===== config.mk =====
export PLATFORM = sky130hd
export DESIGN_NAME = fdc_top
export DESIGN_NICKNAME = d
export VERILOG_FILES = /design/src/common/fdc_pkg.sv /design/src/source/fdc_host_port.sv /design/src/source/fdc_seek_unit.sv /design/src/fdc_cmd/fdc_cmd_fsm.sv /design/src/source/fdc_top.sv
export VERILOG_INCLUDE_DIRS = /design/src /design/src/common
export SDC_FILE = /design/constraint.sdc
export NUM_CORES = 1
export LEC_CHECK = 0
export BUFFER_PORTS_ARGS = -buffer_cell sky130_fd_sc_hd__buf_2
export CORE_ASPECT_RATIO = 0.7
export CORE_MARGIN = 4
export CORE_UTILIZATION = 36
export DETAILED_ROUTE_END_ITERATION = 8
export GPL_ROUTABILITY_DRIVEN = 0
export GPL_TIMING_DRIVEN = 0
export PLACE_DENSITY = 0.5
export SYNTH_ARGS = -nofsm -noshare
export SYNTH_HDL_FRONTEND = slang
export SYNTH_SLANG_ARGS = --single-unit
export TNS_END_PERCENT = 20

===== constraint.sdc =====
create_clock -name clk_sys -period 11.4 [get_ports clk_sys]
set_input_delay 1.71 -clock clk_sys [delete_from_list [all_inputs] [get_ports clk_sys]]
set_output_delay 1.71 -clock clk_sys [all_outputs]
set_load 0.01 [all_outputs]

===== src/common/fdc_consts.svh =====
`ifndef FDC_CONSTS_SVH
`define FDC_CONSTS_SVH

// ==========================================================================
// drive limits and timing defaults
// ==========================================================================
`define FDC_NUM_DRIVES            2
`define FDC_MAX_CYL               80      // seek target must stay below this
`define FDC_DEFAULT_CYCLES_PER_MS 4000    // 4 MHz core clock
`define FDC_DEFAULT_SRT           4'd4    // step rate after reset

// ==========================================================================
// command bytes, upper three bits always zero
// ==========================================================================
`define FDC_OP_SPECIFY     8'h03
`define FDC_OP_SENSE_DRIVE 8'h04
`define FDC_OP_RECAL       8'h07
`define FDC_OP_SENSE_INT   8'h08
`define FDC_OP_SEEK        8'h0F

// main status register bit positions
// bits 1:0 are the per-drive seek busy flags
`define FDC_MSR_CB  4
`define FDC_MSR_DIO 6
`define FDC_MSR_RQM 7

// st0 result codes, drive number gets added to the first two
`define FDC_ST0_SEEK_END 8'h20
`define FDC_ST0_ABNORMAL 8'hE8
`define FDC_ST0_INVALID  8'h80

`endif


===== src/common/fdc_pkg.sv =====
`default_nettype none

package fdc_pkg;

	// ======================================================================
	// bus and drive data types
	// ======================================================================
	typedef logic [7:0] byte_t;       // one host bus byte
	typedef logic [7:0] cyl_t;        // cylinder number
	typedef logic [3:0] step_rate_t;  // specify srt field, 0 means 16

	// ======================================================================
	// command fsm states
	// ======================================================================
	typedef enum logic [3:0] {
		ST_IDLE,        // waiting for a command byte
		// parameter phase
		ST_SPECIFY,     // srt / hut byte
		ST_SEEK_DRV,    // drive/head byte of seek
		ST_SEEK_CYL,    // new cylinder of seek
		ST_RECAL_DRV,   // drive byte of recalibrate
		ST_SDS_DRV,     // drive/head byte of sense drive status
		// result phase
		ST_SIS_ST0,     // sense interrupt status, st0
		ST_SIS_PCN,     // sense interrupt status, present cylinder
		ST_SDS_RES,     // sense drive status, st3
		ST_INVALID      // single 80h byte for unknown commands
	} cmd_state_e;

endpackage

`default_nettype wire


===== src/source/fdc_host_port.sv =====
`timescale 1ns/10ps
`default_nettype none

module fdc_host_port (
	input  wire                 clk_sys,
	input  wire                 reset,
	input  wire                 i_n_rd,
	input  wire                 i_n_wr,
	input  wire                 i_a0,
	input  wire fdc_pkg::byte_t i_din,
	input  wire fdc_pkg::byte_t i_msr,
	input  wire fdc_pkg::byte_t i_rsp_data,
	output logic                o_wr_stb,
	output logic                o_rd_stb,
	output fdc_pkg::byte_t      o_wr_data,
	output fdc_pkg::byte_t      o_dout
);

	logic           rd_q, wr_q;        // sampled access state
	logic           rd_prev, wr_prev;  // access state one cycle back
	logic           a0_q;
	fdc_pkg::byte_t din_q;
	logic           rd_start;          // first cycle of any read
	logic           rd_a0;             // address of that read

	// ======================================================================
	// access detection
	// ======================================================================
	always_ff @(posedge clk_sys) begin
		if (reset) begin
			rd_q     <= 1'b0;
			wr_q     <= 1'b0;
			rd_prev  <= 1'b0;
			wr_prev  <= 1'b0;
			rd_start <= 1'b0;
			o_wr_stb <= 1'b0;
		end else begin
			rd_q     <= ~i_n_rd;
			wr_q     <= ~i_n_wr;
			rd_prev  <= rd_q;
			wr_prev  <= wr_q;
			rd_start <= rd_q & ~rd_prev;
			o_wr_stb <= wr_q & ~wr_prev & a0_q;  // writes to msr are dropped
		end
	end

	assign o_rd_stb = rd_start & rd_a0;

	// address and data path
	always_ff @(posedge clk_sys) begin
		a0_q      <= i_a0;
		din_q     <= i_din;
		rd_a0     <= a0_q;
		o_wr_data <= din_q;
		if (rd_start) begin
			o_dout <= rd_a0 ? i_rsp_data : i_msr;
		end
	end

	a_strobe_excl: assert property (@(posedge clk_sys) disable iff (reset)
		!(o_rd_stb && o_wr_stb));

endmodule

`default_nettype wire


===== src/source/fdc_seek_unit.sv =====
`timescale 1ns/10ps
`default_nettype none

`include "fdc_consts.svh"

module fdc_seek_unit #(
	parameter int P_STEP_CYCLES = `FDC_DEFAULT_CYCLES_PER_MS  // cycles per ms of srt
) (
	input  wire                      clk_sys,
	input  wire                      reset,
	input  wire                      i_seek_stb,
	input  wire fdc_pkg::cyl_t       i_seek_cyl,
	input  wire                      i_ready,
	input  wire fdc_pkg::step_rate_t i_step_rate,
	input  wire                      i_int_clear,
	input  wire                      i_int_ack,
	output logic                     o_busy,
	output logic                     o_int_pending,
	output logic                     o_int_ok,
	output fdc_pkg::cyl_t            o_pcn
);

	localparam int TMR_W = $clog2(P_STEP_CYCLES * 16 + 1);

	fdc_pkg::cyl_t    target;     // new cylinder number
	logic [TMR_W-1:0] step_tmr;
	logic [TMR_W-1:0] step_len;   // cycles per step
	logic [4:0]       srt_eff;
	logic             req_ok;

	assign srt_eff  = (i_step_rate == '0) ? 5'd16 : {1'b0, i_step_rate};
	assign step_len = TMR_W'(P_STEP_CYCLES * srt_eff);

	// cylinder 0 always reachable, anything else needs a ready drive
	assign req_ok = (i_seek_cyl == '0) || (i_ready && (i_seek_cyl < `FDC_MAX_CYL));

	always_ff @(posedge clk_sys) begin
		if (i_seek_stb && req_ok) begin
			target <= i_seek_cyl;
		end
	end

	// ======================================================================
	// step engine
	// ======================================================================
	always_ff @(posedge clk_sys) begin
		if (reset) begin
			o_busy        <= 1'b0;
			o_int_pending <= 1'b0;
			o_int_ok      <= 1'b0;
			o_pcn         <= '0;
			step_tmr      <= '0;
		end else begin
			if (i_int_clear || i_int_ack) begin
				o_int_pending <= 1'b0;
			end

			if (i_seek_stb) begin
				step_tmr <= '0;  // first step right away
				if (req_ok) begin
					o_busy        <= 1'b1;
					o_int_pending <= 1'b0;
				end else begin
					// seek error, no stepping
					o_busy        <= 1'b0;
					o_int_pending <= 1'b1;
					o_int_ok      <= 1'b0;
				end
			end else if (o_busy) begin
				if (step_tmr != '0) begin
					step_tmr <= step_tmr - TMR_W'(1);
				end else if (o_pcn == target) begin
					o_busy        <= 1'b0;
					o_int_pending <= 1'b1;
					o_int_ok      <= i_ready;  // recal of an empty drive ends abnormal
				end else begin
					o_pcn    <= (o_pcn < target) ? o_pcn + 8'd1 : o_pcn - 8'd1;
					step_tmr <= step_len - TMR_W'(1);
				end
			end
		end
	end

	a_pcn_range: assert property (@(posedge clk_sys) disable iff (reset)
		o_pcn < `FDC_MAX_CYL);

	// completion hands over from busy to the interrupt flag in one edge
	a_busy_int_excl: assert property (@(posedge clk_sys) disable iff (reset)
		!(o_busy && o_int_pending));

endmodule

`default_nettype wire


===== src/fdc_cmd/fdc_cmd_fsm.sv =====
`timescale 1ns/10ps
`default_nettype none

`include "fdc_consts.svh"

module fdc_cmd_fsm (
	input  wire                        clk_sys,
	input  wire                        reset,
	input  wire                        i_wr_stb,
	input  wire                        i_rd_stb,
	input  wire fdc_pkg::byte_t        i_wr_data,
	output fdc_pkg::byte_t             o_rsp_data,
	output fdc_pkg::byte_t             o_msr,
	input  wire [`FDC_NUM_DRIVES-1:0]  i_ready,
	input  wire [`FDC_NUM_DRIVES-1:0]  i_wp,
	input  wire [`FDC_NUM_DRIVES-1:0]  i_busy,
	input  wire [`FDC_NUM_DRIVES-1:0]  i_int_pending,
	input  wire [`FDC_NUM_DRIVES-1:0]  i_int_ok,
	input  wire fdc_pkg::cyl_t         i_pcn0,
	input  wire fdc_pkg::cyl_t         i_pcn1,
	output logic [`FDC_NUM_DRIVES-1:0] o_seek_stb,
	output fdc_pkg::cyl_t              o_seek_cyl,
	output logic                       o_int_clear,
	output logic [`FDC_NUM_DRIVES-1:0] o_int_ack,
	output fdc_pkg::step_rate_t        o_step_rate
);

	fdc_pkg::cmd_state_e state;
	logic                drv;       // us0 of the last drive/head byte
	logic                head;      // hd of the last drive/head byte
	logic                sis_drv;   // drive reported by sense int status
	logic                any_int;
	logic                int_drv;   // lowest drive with an interrupt
	logic                in_result;
	fdc_pkg::cyl_t       drv_pcn;
	fdc_pkg::cyl_t       sis_pcn;

	assign any_int = |i_int_pending;
	assign int_drv = ~i_int_pending[0];  // drive 0 wins
	assign drv_pcn = drv ? i_pcn1 : i_pcn0;
	assign sis_pcn = sis_drv ? i_pcn1 : i_pcn0;

	assign in_result = (state == fdc_pkg::ST_SIS_ST0) || (state == fdc_pkg::ST_SIS_PCN) ||
		(state == fdc_pkg::ST_SDS_RES) || (state == fdc_pkg::ST_INVALID);

	// ======================================================================
	// command sequencing
	// ======================================================================
	always_ff @(posedge clk_sys) begin
		if (reset) begin
			state       <= fdc_pkg::ST_IDLE;
			o_step_rate <= `FDC_DEFAULT_SRT;
			drv         <= 1'b0;
			head        <= 1'b0;
			sis_drv     <= 1'b0;
		end else begin
			case (state)
				fdc_pkg::ST_IDLE: begin
					if (i_wr_stb) begin
						case (i_wr_data)
							`FDC_OP_SPECIFY:     state <= fdc_pkg::ST_SPECIFY;
							`FDC_OP_SENSE_DRIVE: state <= fdc_pkg::ST_SDS_DRV;
							`FDC_OP_RECAL:       state <= fdc_pkg::ST_RECAL_DRV;
							`FDC_OP_SENSE_INT:   state <= fdc_pkg::ST_SIS_ST0;
							`FDC_OP_SEEK:        state <= fdc_pkg::ST_SEEK_DRV;
							default:             state <= fdc_pkg::ST_INVALID;
						endcase
					end
				end

				fdc_pkg::ST_SPECIFY: begin
					if (i_wr_stb) begin
						o_step_rate <= i_wr_data[7:4];  // hut in the low nibble is ignored
						state       <= fdc_pkg::ST_IDLE;
					end
				end

				fdc_pkg::ST_SEEK_DRV: begin
					if (i_wr_stb) begin
						drv   <= i_wr_data[0];
						state <= fdc_pkg::ST_SEEK_CYL;
					end
				end

				fdc_pkg::ST_SEEK_CYL: begin
					if (i_wr_stb) begin
						state <= fdc_pkg::ST_IDLE;  // seek unit takes over
					end
				end

				fdc_pkg::ST_RECAL_DRV: begin
					if (i_wr_stb) begin
						state <= fdc_pkg::ST_IDLE;
					end
				end

				fdc_pkg::ST_SDS_DRV: begin
					if (i_wr_stb) begin
						drv   <= i_wr_data[0];
						head  <= i_wr_data[2];
						state <= fdc_pkg::ST_SDS_RES;
					end
				end

				fdc_pkg::ST_SIS_ST0: begin
					if (i_rd_stb) begin
						if (any_int) begin
							sis_drv <= int_drv;
							state   <= fdc_pkg::ST_SIS_PCN;
						end else begin
							state <= fdc_pkg::ST_IDLE;  // lone 80h byte
						end
					end
				end

				fdc_pkg::ST_SIS_PCN, fdc_pkg::ST_SDS_RES, fdc_pkg::ST_INVALID: begin
					if (i_rd_stb) begin
						state <= fdc_pkg::ST_IDLE;
					end
				end

				default: state <= fdc_pkg::ST_IDLE;
			endcase
		end
	end

	// ======================================================================
	// seek unit control
	// ======================================================================
	always_comb begin
		o_seek_stb  = '0;
		o_seek_cyl  = '0;  // recalibrate heads for cylinder 0
		o_int_ack   = '0;
		o_int_clear = 1'b0;
		if (i_wr_stb && state == fdc_pkg::ST_SEEK_CYL) begin
			o_seek_stb[drv] = 1'b1;
			o_seek_cyl      = i_wr_data;
		end
		if (i_wr_stb && state == fdc_pkg::ST_RECAL_DRV) begin
			o_seek_stb[i_wr_data[0]] = 1'b1;
		end
		if (i_rd_stb && state == fdc_pkg::ST_SIS_PCN) begin
			o_int_ack[sis_drv] = 1'b1;
		end
		if (i_wr_stb && state == fdc_pkg::ST_IDLE &&
				(i_wr_data == `FDC_OP_SPECIFY || i_wr_data == `FDC_OP_SENSE_DRIVE)) begin
			o_int_clear = 1'b1;
		end
	end

	// result byte for the current state
	always_comb begin
		case (state)
			fdc_pkg::ST_SIS_ST0: begin
				if (any_int) begin
					o_rsp_data = (i_int_ok[int_drv] ? `FDC_ST0_SEEK_END : `FDC_ST0_ABNORMAL) +
						{7'd0, int_drv};
				end else begin
					o_rsp_data = `FDC_ST0_INVALID;
				end
			end
			fdc_pkg::ST_SIS_PCN: o_rsp_data = sis_pcn;
			fdc_pkg::ST_SDS_RES: o_rsp_data = {1'b0,
				i_wp[drv] & i_ready[drv],  // write protected
				i_ready[drv],
				drv_pcn == '0,             // track 0
				1'b0,                      // single sided
				head,
				1'b0,
				drv};
			fdc_pkg::ST_INVALID: o_rsp_data = `FDC_ST0_INVALID;
			default:             o_rsp_data = 8'hFF;  // no result pending
		endcase
	end

	// main status register
	always_comb begin
		o_msr               = '0;
		o_msr[1:0]          = i_busy;
		o_msr[`FDC_MSR_CB]  = (state != fdc_pkg::ST_IDLE);
		o_msr[`FDC_MSR_DIO] = in_result;
		o_msr[`FDC_MSR_RQM] = !((state == fdc_pkg::ST_IDLE) && (|i_busy));
	end

endmodule

`default_nettype wire


===== src/source/fdc_top.sv =====
`timescale 1ns/10ps
`default_nettype none

`include "fdc_consts.svh"

module fdc_top #(
	parameter int P_CYCLES_PER_MS = `FDC_DEFAULT_CYCLES_PER_MS  // clock cycles per ms
) (
	input  wire                         clk_sys,
	input  wire                         reset,
	input  wire                         i_n_rd,
	input  wire                         i_n_wr,
	input  wire                         i_a0,
	input  wire fdc_pkg::byte_t         i_din,
	output fdc_pkg::byte_t              o_dout,
	input  wire [`FDC_NUM_DRIVES-1:0]   i_ready,
	input  wire [`FDC_NUM_DRIVES-1:0]   i_wp
);

	// host port <-> command fsm
	logic                       wr_stb;
	logic                       rd_stb;
	fdc_pkg::byte_t             wr_data;
	fdc_pkg::byte_t             rsp_data;
	fdc_pkg::byte_t             msr;

	// command fsm <-> seek units
	logic [`FDC_NUM_DRIVES-1:0] seek_stb;
	fdc_pkg::cyl_t              seek_cyl;
	logic                       int_clear;
	logic [`FDC_NUM_DRIVES-1:0] int_ack;
	fdc_pkg::step_rate_t        step_rate;
	logic [`FDC_NUM_DRIVES-1:0] busy;
	logic [`FDC_NUM_DRIVES-1:0] int_pending;
	logic [`FDC_NUM_DRIVES-1:0] int_ok;
	fdc_pkg::cyl_t              pcn0;
	fdc_pkg::cyl_t              pcn1;

	fdc_host_port u_host_port (
		.clk_sys      (clk_sys),
		.reset        (reset),
		.i_n_rd       (i_n_rd),
		.i_n_wr       (i_n_wr),
		.i_a0         (i_a0),
		.i_din        (i_din),
		.i_msr        (msr),
		.i_rsp_data   (rsp_data),
		.o_wr_stb     (wr_stb),
		.o_rd_stb     (rd_stb),
		.o_wr_data    (wr_data),
		.o_dout       (o_dout)
	);

	fdc_cmd_fsm u_cmd_fsm (
		.clk_sys       (clk_sys),
		.reset         (reset),
		.i_wr_stb      (wr_stb),
		.i_rd_stb      (rd_stb),
		.i_wr_data     (wr_data),
		.o_rsp_data    (rsp_data),
		.o_msr         (msr),
		.i_ready       (i_ready),
		.i_wp          (i_wp),
		.i_busy        (busy),
		.i_int_pending (int_pending),
		.i_int_ok      (int_ok),
		.i_pcn0        (pcn0),
		.i_pcn1        (pcn1),
		.o_seek_stb    (seek_stb),
		.o_seek_cyl    (seek_cyl),
		.o_int_clear   (int_clear),
		.o_int_ack     (int_ack),
		.o_step_rate   (step_rate)
	);

	// one seek unit per drive, both run at the same time
	fdc_seek_unit #(.P_STEP_CYCLES(P_CYCLES_PER_MS)) u_seek0 (
		.clk_sys(clk_sys), .reset(reset),
		.i_seek_stb(seek_stb[0]), .i_seek_cyl(seek_cyl), .i_ready(i_ready[0]),
		.i_step_rate(step_rate), .i_int_clear(int_clear), .i_int_ack(int_ack[0]),
		.o_busy(busy[0]), .o_int_pending(int_pending[0]), .o_int_ok(int_ok[0]),
		.o_pcn(pcn0)
	);

	fdc_seek_unit #(.P_STEP_CYCLES(P_CYCLES_PER_MS)) u_seek1 (
		.clk_sys(clk_sys), .reset(reset),
		.i_seek_stb(seek_stb[1]), .i_seek_cyl(seek_cyl), .i_ready(i_ready[1]),
		.i_step_rate(step_rate), .i_int_clear(int_clear), .i_int_ack(int_ack[1]),
		.o_busy(busy[1]), .o_int_pending(int_pending[1]), .o_int_ok(int_ok[1]),
		.o_pcn(pcn1)
	);

endmodule

`default_nettype wire


==> summary.md, run 1 <==
| Metric | Value |
|---|---|
| Nets | `933` |
| Num CTS Buffers | `17` |
| Overflow after GRT | `0` |
| Post-Layout Cell Count | `1113` |
| Final hold vios | `0` |
| Synth Cell Area | `0.006917 mm²` |
| Worst hold slack | `0.3260 ns` |
| Area delta synth->final | `13.86%` |
| Crit path max fanout | `7` |
| P per Cell Area | `116.1 mW/mm²` |
| Final Cycle Share | `0.4260` |
| Clock tree buffer depth | `2` |
| Core box area | `0.01887 mm²` |
| Total Power | `0.9142 mW` |
| Synth warn | `0` |
| Worst-path clk slew | `0.05 ns` |
| Internal power | `0.7125 mW` |
| Synth Net Count | `890` |
| Initial antenna violation count | `0` |
| Comb power frac | `0.021` |
| Max-slew headroom | `0.3548` |
| Initial core utilization | `0.3666` |
| Count of final setup violators | `0` |
| Synth Register Bits | `113` |
| Commonest cells post-synth | `nor2_1, dfxtp_1, a21oi_1` |
| Root Driver | `clkbuf_16` |
| Min Tclk post-route | `4.856 ns` |
| CTS tree | `yes` |
| Worst Max-Slew Pin Slew | `0.9643 ns` |
| Drt wl/cell | `17.05 µm` |
| Worst path required time | `11.67 ns` |
| Initial DRC count | `390` |
| Top FF cell, synth | `dfxtp_1` |
| Sw frac | `0.2205` |
| Multi-input gate area | `0.004084 mm²` |
| Total track usage | `0.1787` |
| Outcome | `complete, no violations` |
| Net Sw Power | `0.2016 mW` |
| Dpl cells | `1081` |
| Maximum VDD drop | `91.94 µV` |
| Synth unique cells | `71` |
| Htree depth | `4` |
| Post-CTS Setup Repair Bufs | `0` |
| TNS Setup | `0 ns` |
| Yosys top cell area share | `0.2576` |
| Area contributors post-synth | `dfxtp_1, edfxtp_1, ha_1, a21oi_1, nor2_1` |
| Crit start category | `register` |
| Setup Skew | `0.01048 ns` |
| Sequential share of power | `0.456` |
| Critical path class | `register to register` |
| Final WS setup | `6.544 ns` |
| Sink Count | `113` |
| Resized cells post-CTS | `0` |
| Post-synth EDFFs | `24` |
| Hold Crit Class | `register to register` |
| Clock power share | `0.523` |
| CTS Hold Buffers Added | `0` |
| DIE AREA | `0.02153 mm²` |
| FILL cells | `1856` |
| Share of layout cells above drive strength 1 | `0.08611` |
| Design area | `0.007875 mm²` |
| Final Slew Violations | `0` |
| Clk_lat worst skew | `0.41 ns` |
| Post-DP Area | `0.007340 mm²` |
| Fin util | `0.4174` |
| Cells after synthesis | `815` |
| Share of synthesized registers carrying an async set or reset | `0` |
| Unrepaired setup endpoints after global routing | `false` |
| HPWL Detailed | `14560 µm` |
| LEAKAGE | `3.055 nW` |
| Count leader, synth | `nor2_1` |
| CP Capture Type | `register` |
| Width of the die | `173.7 µm` |
| Fmax | `0.2059 GHz` |
| Synth Area per Inst | `8.487 µm²` |
| IO Count | `25` |
| DR vias | `6178` |
| Top cell type by total area after synthesis | `dfxtp_1` |
| Pre-CTS setup slack | `6.549 ns` |
| Die Ht | `124.0 µm` |
| Register Area | `0.002502 mm²` |
| Critical Path AT | `5.13 ns` |
| Antenna-violating nets left | `0` |
| Register area share after synthesis | `0.3618` |
| Row cnt | `42` |
| DR pass1 iterations | `5` |
| Port Buffers | `24` |
| # DRC | `0` |
| Vias per cell | `5.551` |
| First-pass GRT wire length | `30310 µm` |
| Largest net degree at the start of global routing | `17` |
| Vias in the first global route | `5762` |
| Ant. Diodes | `0` |
| Final WL | `18970 µm` |
| Max-cap violations | `0` |
-- worst paths after layout --
path / from / end / slack [ns] / cells after the start
setup / recovery: u_cmd_fsm.o_step_rate[2]$_SDFFE_PP1P_ / u_seek1.step_tmr[15]$_SDFFE_PP0P_ / 6.54 / 14
setup reg to reg: u_cmd_fsm.o_step_rate[2]$_SDFFE_PP1P_ / u_seek1.step_tmr[15]$_SDFFE_PP0P_ / 6.54 / 14
hold reg to reg: u_host_port.din_q[3]$_DFF_P_ / u_host_port.o_wr_data[3]$_DFF_P_ / 0.33 / 0
hold / removal: u_host_port.din_q[3]$_DFF_P_ / u_host_port.o_wr_data[3]$_DFF_P_ / 0.33 / 0
-- power by group through the flow --
stage / clock network [mW] / logic, mW / registers, mW
final: 0.479 / 0.0188 / 0.417
after global routing: 0.507 / 0.0210 / 0.417
after CTS: 0.488 / 0.0187 / 0.417
after detailed placement: 0 / 0.0186 / 0.425
after global placement: 0 / 0.0184 / 0.425
after floorplan: 0 / 0.00965 / 0.424
-- metal layers --
metal	wire, µm	up-vias	share of wire	global-route usage
met1	9878	2922	0.52	0.2659
met3	1324	30	0.070	0.03641
li1	-	3018	-	-
met5	0	-	0	0
met4	304	0	0.016	0.06179
met2	7465	208	0.39	0.2572
-- state kept, by name, summed over array words and instances (netlist names), 4 cells and up --
signal,cells
u_host_port.o_dout,8
u_cmd_fsm.state,4
u_seek0.o_pcn,8
u_seek1.step_tmr,16
u_seek0.step_tmr,16
u_host_port.din_q,8
u_seek1.o_pcn,8
u_seek1.target,8
u_seek0.target,8
u_cmd_fsm.o_step_rate,4
u_host_port.o_wr_data,8
-- area by class of cell --
class / count / area share
buffer: 33 / 0.01811
clock buffer: 22 / 0.06037
tap: 242 / 0.03845
inverter: 50 / 0.02383
multi-input combinational: 619 / 0.5186
timing repair buffer: 24 / 0.01525
clock inverter: 10 / 0.007626
sequential: 113 / 0.3178
-- cell families after synthesis --
group / synth area share
AND/OR/NAND/NOR: 0.2200
multiplexers: 0.02623
buffers and inverters: 0.04776
flip-flops: 0.3618
AO/OA/AOI/OAI: 0.1910
adder cells (fa/ha/maj): 0.1114
XOR/XNOR: 0.04179
-- cell usage in the layout, fill, tap and decap left out, types with 5 or more instances in the layout --
cell	synthesis	routed
a211oi_1	12	12
nor4_1	6	6
ha_1	52	52
mux2i_1	17	17
nand2b_1	6	6
xor2_1	9	9
nor3b_1	5	5
nand2_1	64	64
nor2b_1	15	15
nor3_1	25	25
dfxtp_1	89	89
o41ai_1	5	5
a31oi_1	9	9
inv_1	50	50
a21o_1	13	13
clkinv_2	0	6
clkbuf_16	0	18
edfxtp_1	24	24
o22ai_1	6	6
clkbuf_1	27	30
fa_1	6	6
nand4_1	12	12
a21oi_1	78	78
nand3_1	29	29
o21ai_0	31	31
o31ai_1	7	7
nor2_1	96	96
buf_2	3	27
and2_1	10	10
xnor2_1	24	24
a22oi_1	6	6
or3_1	8	8
o21a_1	7	7
-- worst max-delay path, stage by stage, from the launching register on --
cell and delay, ns:
dfxtp_1 0.49, inv_1 0.16, ha_1 0.31, a21oi_1 0.51
ha_1 0.36, fa_1 0.54, inv_1 0.06, fa_1 0.46
nor2b_1 0.27, o31a_1 0.20, nor4_1 0.06, a311oi_1 0.47
nor4b_1 0.35, xor2_1 0.36, o22ai_1 0.13
(Power assumes the default switching activity.)
==> inputs of run 2 (changes only) <==
==> constraint.sdc (replaced) <==
create_clock -name clk_sys -period 4.8 [get_ports clk_sys]
set_input_delay 0.72 -clock clk_sys [delete_from_list [all_inputs] [get_ports clk_sys]]
set_output_delay 0.72 -clock clk_sys [all_outputs]
set_load 0.01 [all_outputs]
==> summary.md, run 2 (same netlist as run 1, synthesis figures left out) <==
| Metric | Value |
|---|---|
| Outcome | `complete, no violations` |
| # DRC | `0 (unchanged)` |
| Worst Hold Depth | `0 (unchanged)` |
| Final hold vios | `0 (unchanged)` |
| Worst hold slack | `0.3262 ns (+0.0002070 ns)` |
| Row cnt | `42 (unchanged)` |
| Setup Skew | `0.01077 ns (+0.0002911 ns)` |
| Most frequent cells in the layout | `nor2_1, dfxtp_1, a21oi_1, nand2_1, ha_1` |
| Htree depth | `4 (unchanged)` |
| Worst-path clk slew | `0.05 ns (about the same)` |
| Initial core utilization | `0.3666 (unchanged)` |
| Antenna-violating nets left | `0 (unchanged)` |
| Num CTS Buffers | `17 (unchanged)` |
| Hold Path Origin | `u_host_port.din_q[3]$_DFF_P_` |
| Count of final setup violators | `0 (unchanged)` |
| Worst Hold Path EP | `u_host_port.o_wr_data[3]$_DFF_P_` |
| Share of layout cells above drive strength 1 | `0.09174 (+0.005635)` |
| Initial DRC count | `443 (+14%)` |
| CTS Hold Buffers Added | `0 (unchanged)` |
| Total track usage | `0.1787 (unchanged)` |
| Drt wl/cell | `17.02 µm (-0.17%)` |
| Initial antenna violation count | `0 (unchanged)` |
| FF-to-FF path depth | `16 (+2)` |
| Critical path class | `register to register` |
| Largest net degree at the start of global routing | `17 (unchanged)` |
| Port Buffers | `24 (unchanged)` |
| P per Cell Area | `273.8 mW/mm² (+140%)` |
| Worst Max-Slew Pin Slew | `0.9470 ns (-0.01725 ns)` |
| R2r endpoint | `u_seek1.step_tmr[15]$_SDFFE_PP0P_` |
| Clock tree buffer depth | `2 (unchanged)` |
| CTS tree | `yes` |
| Crit path max fanout | `7 (unchanged)` |
| Fmax | `0.2238 GHz (+8.7%)` |
| Crit start category | `register` |
| Nets | `934 (+0.11%)` |
| Final Cycle Share | `0.9309 (+0.5049)` |
| Min Tclk post-route | `4.468 ns (-0.3882 ns)` |
| Maximum VDD drop | `217.8 µV (+140%)` |
| Width of the die | `173.7 µm (unchanged)` |
| IO Count | `25 (unchanged)` |
| CP Capture Type | `register` |
| Critical Path AT | `4.74 ns (-0.39 ns)` |
| Top Registers | `u_seek0.step_tmr: 16 flops, u_seek1.step_tmr: 16 flops` |
| Final Slew Violations | `0 (unchanged)` |
| Core box area | `0.01887 mm² (unchanged)` |
| Reg2reg start | `u_cmd_fsm.o_step_rate[2]$_SDFFE_PP1P_` |
| Reg2reg setup slack | `0.33 ns (-6.21 ns)` |
| Commonest non-fill, non-tap cell in the layout | `nor2_1` |
| First-pass GRT wire length | `30310 µm (unchanged)` |
| Crit path launch | `u_cmd_fsm.o_step_rate[2]$_SDFFE_PP1P_` |
| DR pass1 iterations | `5 (unchanged)` |
| Clock power share | `0.522 (about the same)` |
| Area delta synth->final | `14.36%` |
| Post-Layout Cell Count | `1114 (+0.090%)` |
| Vias in the first global route | `5762 (unchanged)` |
| Sequential share of power | `0.457 (about the same)` |
| DIE AREA | `0.02153 mm² (unchanged)` |
| Max-slew headroom | `0.3663 (+0.01154)` |
| Vias per cell | `5.552 (about the same)` |
| Root Driver | `clkbuf_16` |
| DR vias | `6185 (+0.11%)` |
| Comb power frac | `0.021 (about the same)` |
| Overflow after GRT | `0 (unchanged)` |
| LEAKAGE | `3.069 nW (+0.47%)` |
| Final WL | `18960 µm (about the same)` |
| Sw frac | `0.2188 (-0.001769)` |
| Ant. Diodes | `0 (unchanged)` |
| Net Sw Power | `0.4739 mW (+140%)` |
| Dpl cells | `1081 (unchanged)` |
| Sink Count | `113 (unchanged)` |
| Internal power | `1.692 mW (+140%)` |
| Max-cap violations | `0 (unchanged)` |
| HPWL Detailed | `14560 µm (unchanged)` |
| Worst path required time | `5.08 ns (-6.59 ns)` |
| Hold Crit Class | `register to register` |
| Unrepaired setup endpoints after global routing | `false` |
| Die Ht | `124.0 µm (unchanged)` |
| Clk_lat worst skew | `0.41 ns (about the same)` |
## run 2: area by class of cell
| class | count | area, µm² |
|---|---|---|
| well taps | 242 | 302.8 |
| plain buffers | 33 | 142.6 |
| flip-flops and latches | 113 | 2502 |
| clock buffers | 22 | 475.5 |
| inverters | 50 | 187.7 |
| multi-input cells | 619 | 4111 |
| fillers | 1850 | 10960 |
| repair buffers | 25 | 127.6 |
| clock inverters | 10 | 60.06 |
## run 2: routing by layer
metal,wire length [µm],part of all wire,global-route usage
met1,9750,0.51,0.2659
met2,7467,0.39,0.2572
met3,1423,0.075,0.03641
met4,316,0.017,0.06179
met5,0,0,0
## run 2: power by group through the flow
stage	combinational [mW]	clock, mW	sequential [mW]
finish	0.0447	1.13	0.990
global route	0.0500	1.20	0.991
CTS	0.0445	1.16	0.990
detailed placement	0.0443	0	1.01
global placement	0.0438	0	1.01
floorplan	0.0229	0	1.01
## run 2: metrics by stage
step           power [mW]  setup WS (ns)  setup TNS [ns]  area [µm²]    util
2_1_floorplan       1.029         0.8282               0        6917       -
3_3_place_gp        1.053        0.07297               0        7340  0.3890
3_5_place_dp        1.054       -0.05149        -0.09970        7340  0.3890
4_1_cts             2.193        0.05516               0        7879  0.4176
5_1_grt             2.245        0.03146               0        7910  0.4193
6_report            2.166         0.3317               0        7910  0.4193
## run 2: worst max path at each step
stage	endpoint	slack, ns	cells after the start
3_5_place_dp	u_seek1.step_tmr[15]$_SDFFE_PP0P_	-0.05	14
2_1_floorplan	u_seek0.step_tmr[15]$_SDFFE_PP0P_	0.83	14
3_3_place_gp	u_seek0.step_tmr[15]$_SDFFE_PP0P_	0.07	14
4_1_cts	u_seek0.step_tmr[15]$_SDFFE_PP0P_	0.06	15
5_1_grt	u_seek0.step_tmr[15]$_SDFFE_PP0P_	0.03	16
6_report	u_seek1.step_tmr[15]$_SDFFE_PP0P_	0.33	16
## run 2: worst max-delay path, cell delays in order (launching register included)
cell and delay, ns:
dfxtp_1 0.48, inv_1 0.16, ha_1 0.32, nand2_1 0.26, nand2_1 0.10, ha_1 0.31, fa_1 0.54, inv_1 0.06
fa_1 0.46, nor2b_1 0.27, o31a_1 0.21, nor4_1 0.07, a311oi_2 0.35, nor4b_1 0.33, xor2_1 0.18, buf_4 0.15
o22ai_1 0.07
## run 2: repair_timing
item / in CTS / in global routing
cloned: 0 / 0
resized for setup: 1 / 4
setup buffers: 0 / 1
endpoints found under the setup margin: 2 / 4
pin swaps: 0 / 1
==> inputs of run 3 (changes only) <==
--- a/config.mk
+++ b/config.mk
@@ -9,11 +9,11 @@
 export BUFFER_PORTS_ARGS = -buffer_cell sky130_fd_sc_hd__buf_2
 export CORE_ASPECT_RATIO = 0.7
 export CORE_MARGIN = 4
-export CORE_UTILIZATION = 36
+export CORE_UTILIZATION = 28
 export DETAILED_ROUTE_END_ITERATION = 8
 export GPL_ROUTABILITY_DRIVEN = 0
 export GPL_TIMING_DRIVEN = 0
-export PLACE_DENSITY = 0.5
+export PLACE_DENSITY = 0.41
 export SYNTH_ARGS = -nofsm -noshare
 export SYNTH_HDL_FRONTEND = slang
 export SYNTH_SLANG_ARGS = --single-unit
==> summary.md, run 3 (same netlist as run 1, synthesis figures left out) <==
| Metric | Value |
|---|---|
| Outcome | `complete, no violations` |
| Width of the die | `195.9 µm (+13%)` |
| Total Power | `2.330 mW (+7.6%)` |
| Worst path required time | `5.10 ns (+0.02 ns)` |
| Sw frac | `0.2423 (+0.02352)` |
| Initial antenna violation count | `0 (unchanged)` |
| Critical Path AT | `4.76 ns (+0.02 ns)` |
| CP Capture Type | `register` |
| Busiest grt layer | `met1` |
| HPWL Detailed | `15120 µm (+3.9%)` |
| DR pass1 iterations | `5 (unchanged)` |
| CTS tree | `yes` |
| IO Count | `25 (unchanged)` |
| Clk_lat worst skew | `0.42 ns (about the same)` |
| Crit start category | `register` |
| Top Registers | `u_seek0.step_tmr: 16 flops, u_seek1.step_tmr: 16 flops` |
| Internal power | `1.765 mW (+4.3%)` |
| Design area | `0.008070 mm² (+2.0%)` |
| Met2 Use GR | `0.1821 (-0.07502)` |
| Overflow after GRT | `0 (unchanged)` |
| DIE AREA | `0.02732 mm² (+27%)` |
| Htree depth | `4 (unchanged)` |
| Unrepaired setup endpoints after global routing | `false` |
| Ant. Diodes | `0 (unchanged)` |
| Maximum VDD drop | `229.6 µV (+5.4%)` |
| Count of final setup violators | `0 (unchanged)` |
| Clock tree buffer depth | `2 (unchanged)` |
| Critical path class | `register to register` |
| DR vias | `5851 (-5.4%)` |
| First-pass GRT wire length | `31870 µm (+5.1%)` |
| Setup Skew | `0.009586 ns (-0.001182 ns)` |
| Comb power frac | `0.020 (about the same)` |
| Largest net degree at the start of global routing | `17 (unchanged)` |
| Area delta synth->final | `16.68%` |
| Share of layout cells above drive strength 1 | `0.09518 (+0.003440)` |
| # DRC | `0 (unchanged)` |
| Fin util | `0.3364 (-0.08293)` |
| Row cnt | `47 (+12%)` |
| Hold Crit Class | `register to register` |
| Antenna-violating nets left | `0 (unchanged)` |
| Most frequent cells in the layout | `nor2_1, dfxtp_1, a21oi_1, nand2_1, ha_1` |
| Max-slew headroom | `0.3035 (-0.06285)` |
| Final WL | `19830 µm (+4.6%)` |
| Sink Count | `113 (unchanged)` |
| Worst Max-Slew Pin Slew | `1.043 ns (+0.09563 ns)` |
| Commonest non-fill, non-tap cell in the layout | `nor2_1` |
| Net Sw Power | `0.5645 mW (+19%)` |
| LEAKAGE | `3.103 nW (+1.1%)` |
| Met1 Track Usage GR | `0.2476 (-0.01831)` |
| Vias per cell | `4.917 (-11%)` |
| Total track usage | `0.1486 (-0.03013)` |
| Core box area | `0.02399 mm² (+27%)` |
| Num CTS Buffers | `17 (unchanged)` |
| Nets | `934 (unchanged)` |
| Fmax | `0.2243 GHz (+0.22%)` |
| Port Buffers | `24 (unchanged)` |
| Final Cycle Share | `0.9288 (-0.002088)` |
| CTS Hold Buffers Added | `0 (unchanged)` |
| Worst-path clk slew | `0.07 ns (+0.02 ns)` |
| Initial DRC count | `452 (+2.0%)` |
| Drt wl/cell | `16.66 µm (-2.1%)` |
| Die Ht | `139.5 µm (+13%)` |
| Final hold vios | `0 (unchanged)` |
| Sequential share of power | `0.425 (-0.032)` |
| Crit path max fanout | `7 (unchanged)` |
| Min Tclk post-route | `4.458 ns (-0.01002 ns)` |
| Final Slew Violations | `0 (unchanged)` |
| Routing usage on met3 | `0.03648 (+0.00007448)` |
| Post-DP Area | `0.007435 mm² (+1.3%)` |
| Root Driver | `clkbuf_16` |
| Clock power share | `0.555 (+0.033)` |
| Initial core utilization | `0.2883 (-0.07835)` |
| Max-cap violations | `0 (unchanged)` |
| P per Cell Area | `288.7 mW/mm² (+5.4%)` |
| Vias in the first global route | `5395 (-6.4%)` |
-- run 3: changes by cell type in the layout (fill, tap and decap cells not counted) --
cell and change:
o41ai_1 +1, inv_6 +8, inv_8 +3, a21oi_4 -1, bufinv_16 +1, clkbuf_8 -1, clkbuf_1 -3, a21oi_2 +1
nand2_4 +1, nand2_1 -1, clkinvlp_4 -3, clkinv_8 +1, clkinv_2 -6, o41ai_2 -1
-- run 3: repair_timing --
action	CTS	global route
buffers inserted	0	1
resized for setup	2	3
endpoints found under the setup margin	2	4
-- run 3: per-layer routing --
layer	up-vias	wire length, µm
met5	-	0
met4	0	183
met3	16	1013
met2	116	7209
met1	2701	11420
li1	3018	-
-- run 3: critical path, cell delays in order (launching register included) --
cell	delay, ns
dfxtp_1	0.48
inv_1	0.16
ha_1	0.33
a21oi_2	0.32
ha_1	0.31
fa_1	0.54
inv_1	0.06
fa_1	0.46
nor2b_1	0.28
o31a_1	0.21
nor4_1	0.07
a311oi_2	0.36
nor4b_1	0.33
xor2_1	0.18
buf_4	0.16
o22ai_1	0.08
-- run 3: power groups by stage --
stage	combinational (mW)	clock [mW]	sequential, mW
floorplan	0.0229	0	1.01
global placement	0.0471	0	1.01
detailed placement	0.0465	0	1.01
CTS	0.0466	1.33	0.989
global route	0.0515	1.38	0.990
finish	0.0466	1.29	0.989
-- run 3: final cells by class --
class | instances | area (µm²)
repair buffers | 25 | 127.6
multi-input cells | 619 | 4104
clock inverters | 14 | 157.7
well taps | 318 | 397.9
plain buffers | 33 | 142.6
clock buffers | 18 | 450.4
flip-flops and latches | 113 | 2502
fillers | 2523 | 15920
inverters | 50 | 187.7
-- run 3: per-stage QoR --
stage	setup TNS [ns]	hold WS, ns	worst slack [ns]	cells
6_report	0	0.3271	0.3417	1190
5_1_grt	0	0.3342	0.02903	1190
4_1_cts	0	0.3301	0.03335	1189
3_5_place_dp	-0.1337	0.3150	-0.08284	1157
3_3_place_gp	-0.2371	0.3113	-0.1377	1157
2_1_floorplan	0	0.3096	0.8282	815
-- run 3: final timing paths --
path | startpoint | to | slack (ns) | cells past startpoint
min reg2reg | u_host_port.din_q[6]$_DFF_P_ | u_host_port.o_wr_data[6]$_DFF_P_ | 0.33 | 0
max reg2reg | u_cmd_fsm.o_step_rate[2]$_SDFFE_PP1P_ | u_seek0.step_tmr[15]$_SDFFE_PP0P_ | 0.34 | 15
max | u_cmd_fsm.o_step_rate[2]$_SDFFE_PP1P_ | u_seek0.step_tmr[15]$_SDFFE_PP0P_ | 0.34 | 15
min | u_host_port.din_q[6]$_DFF_P_ | u_host_port.o_wr_data[6]$_DFF_P_ | 0.33 | 0
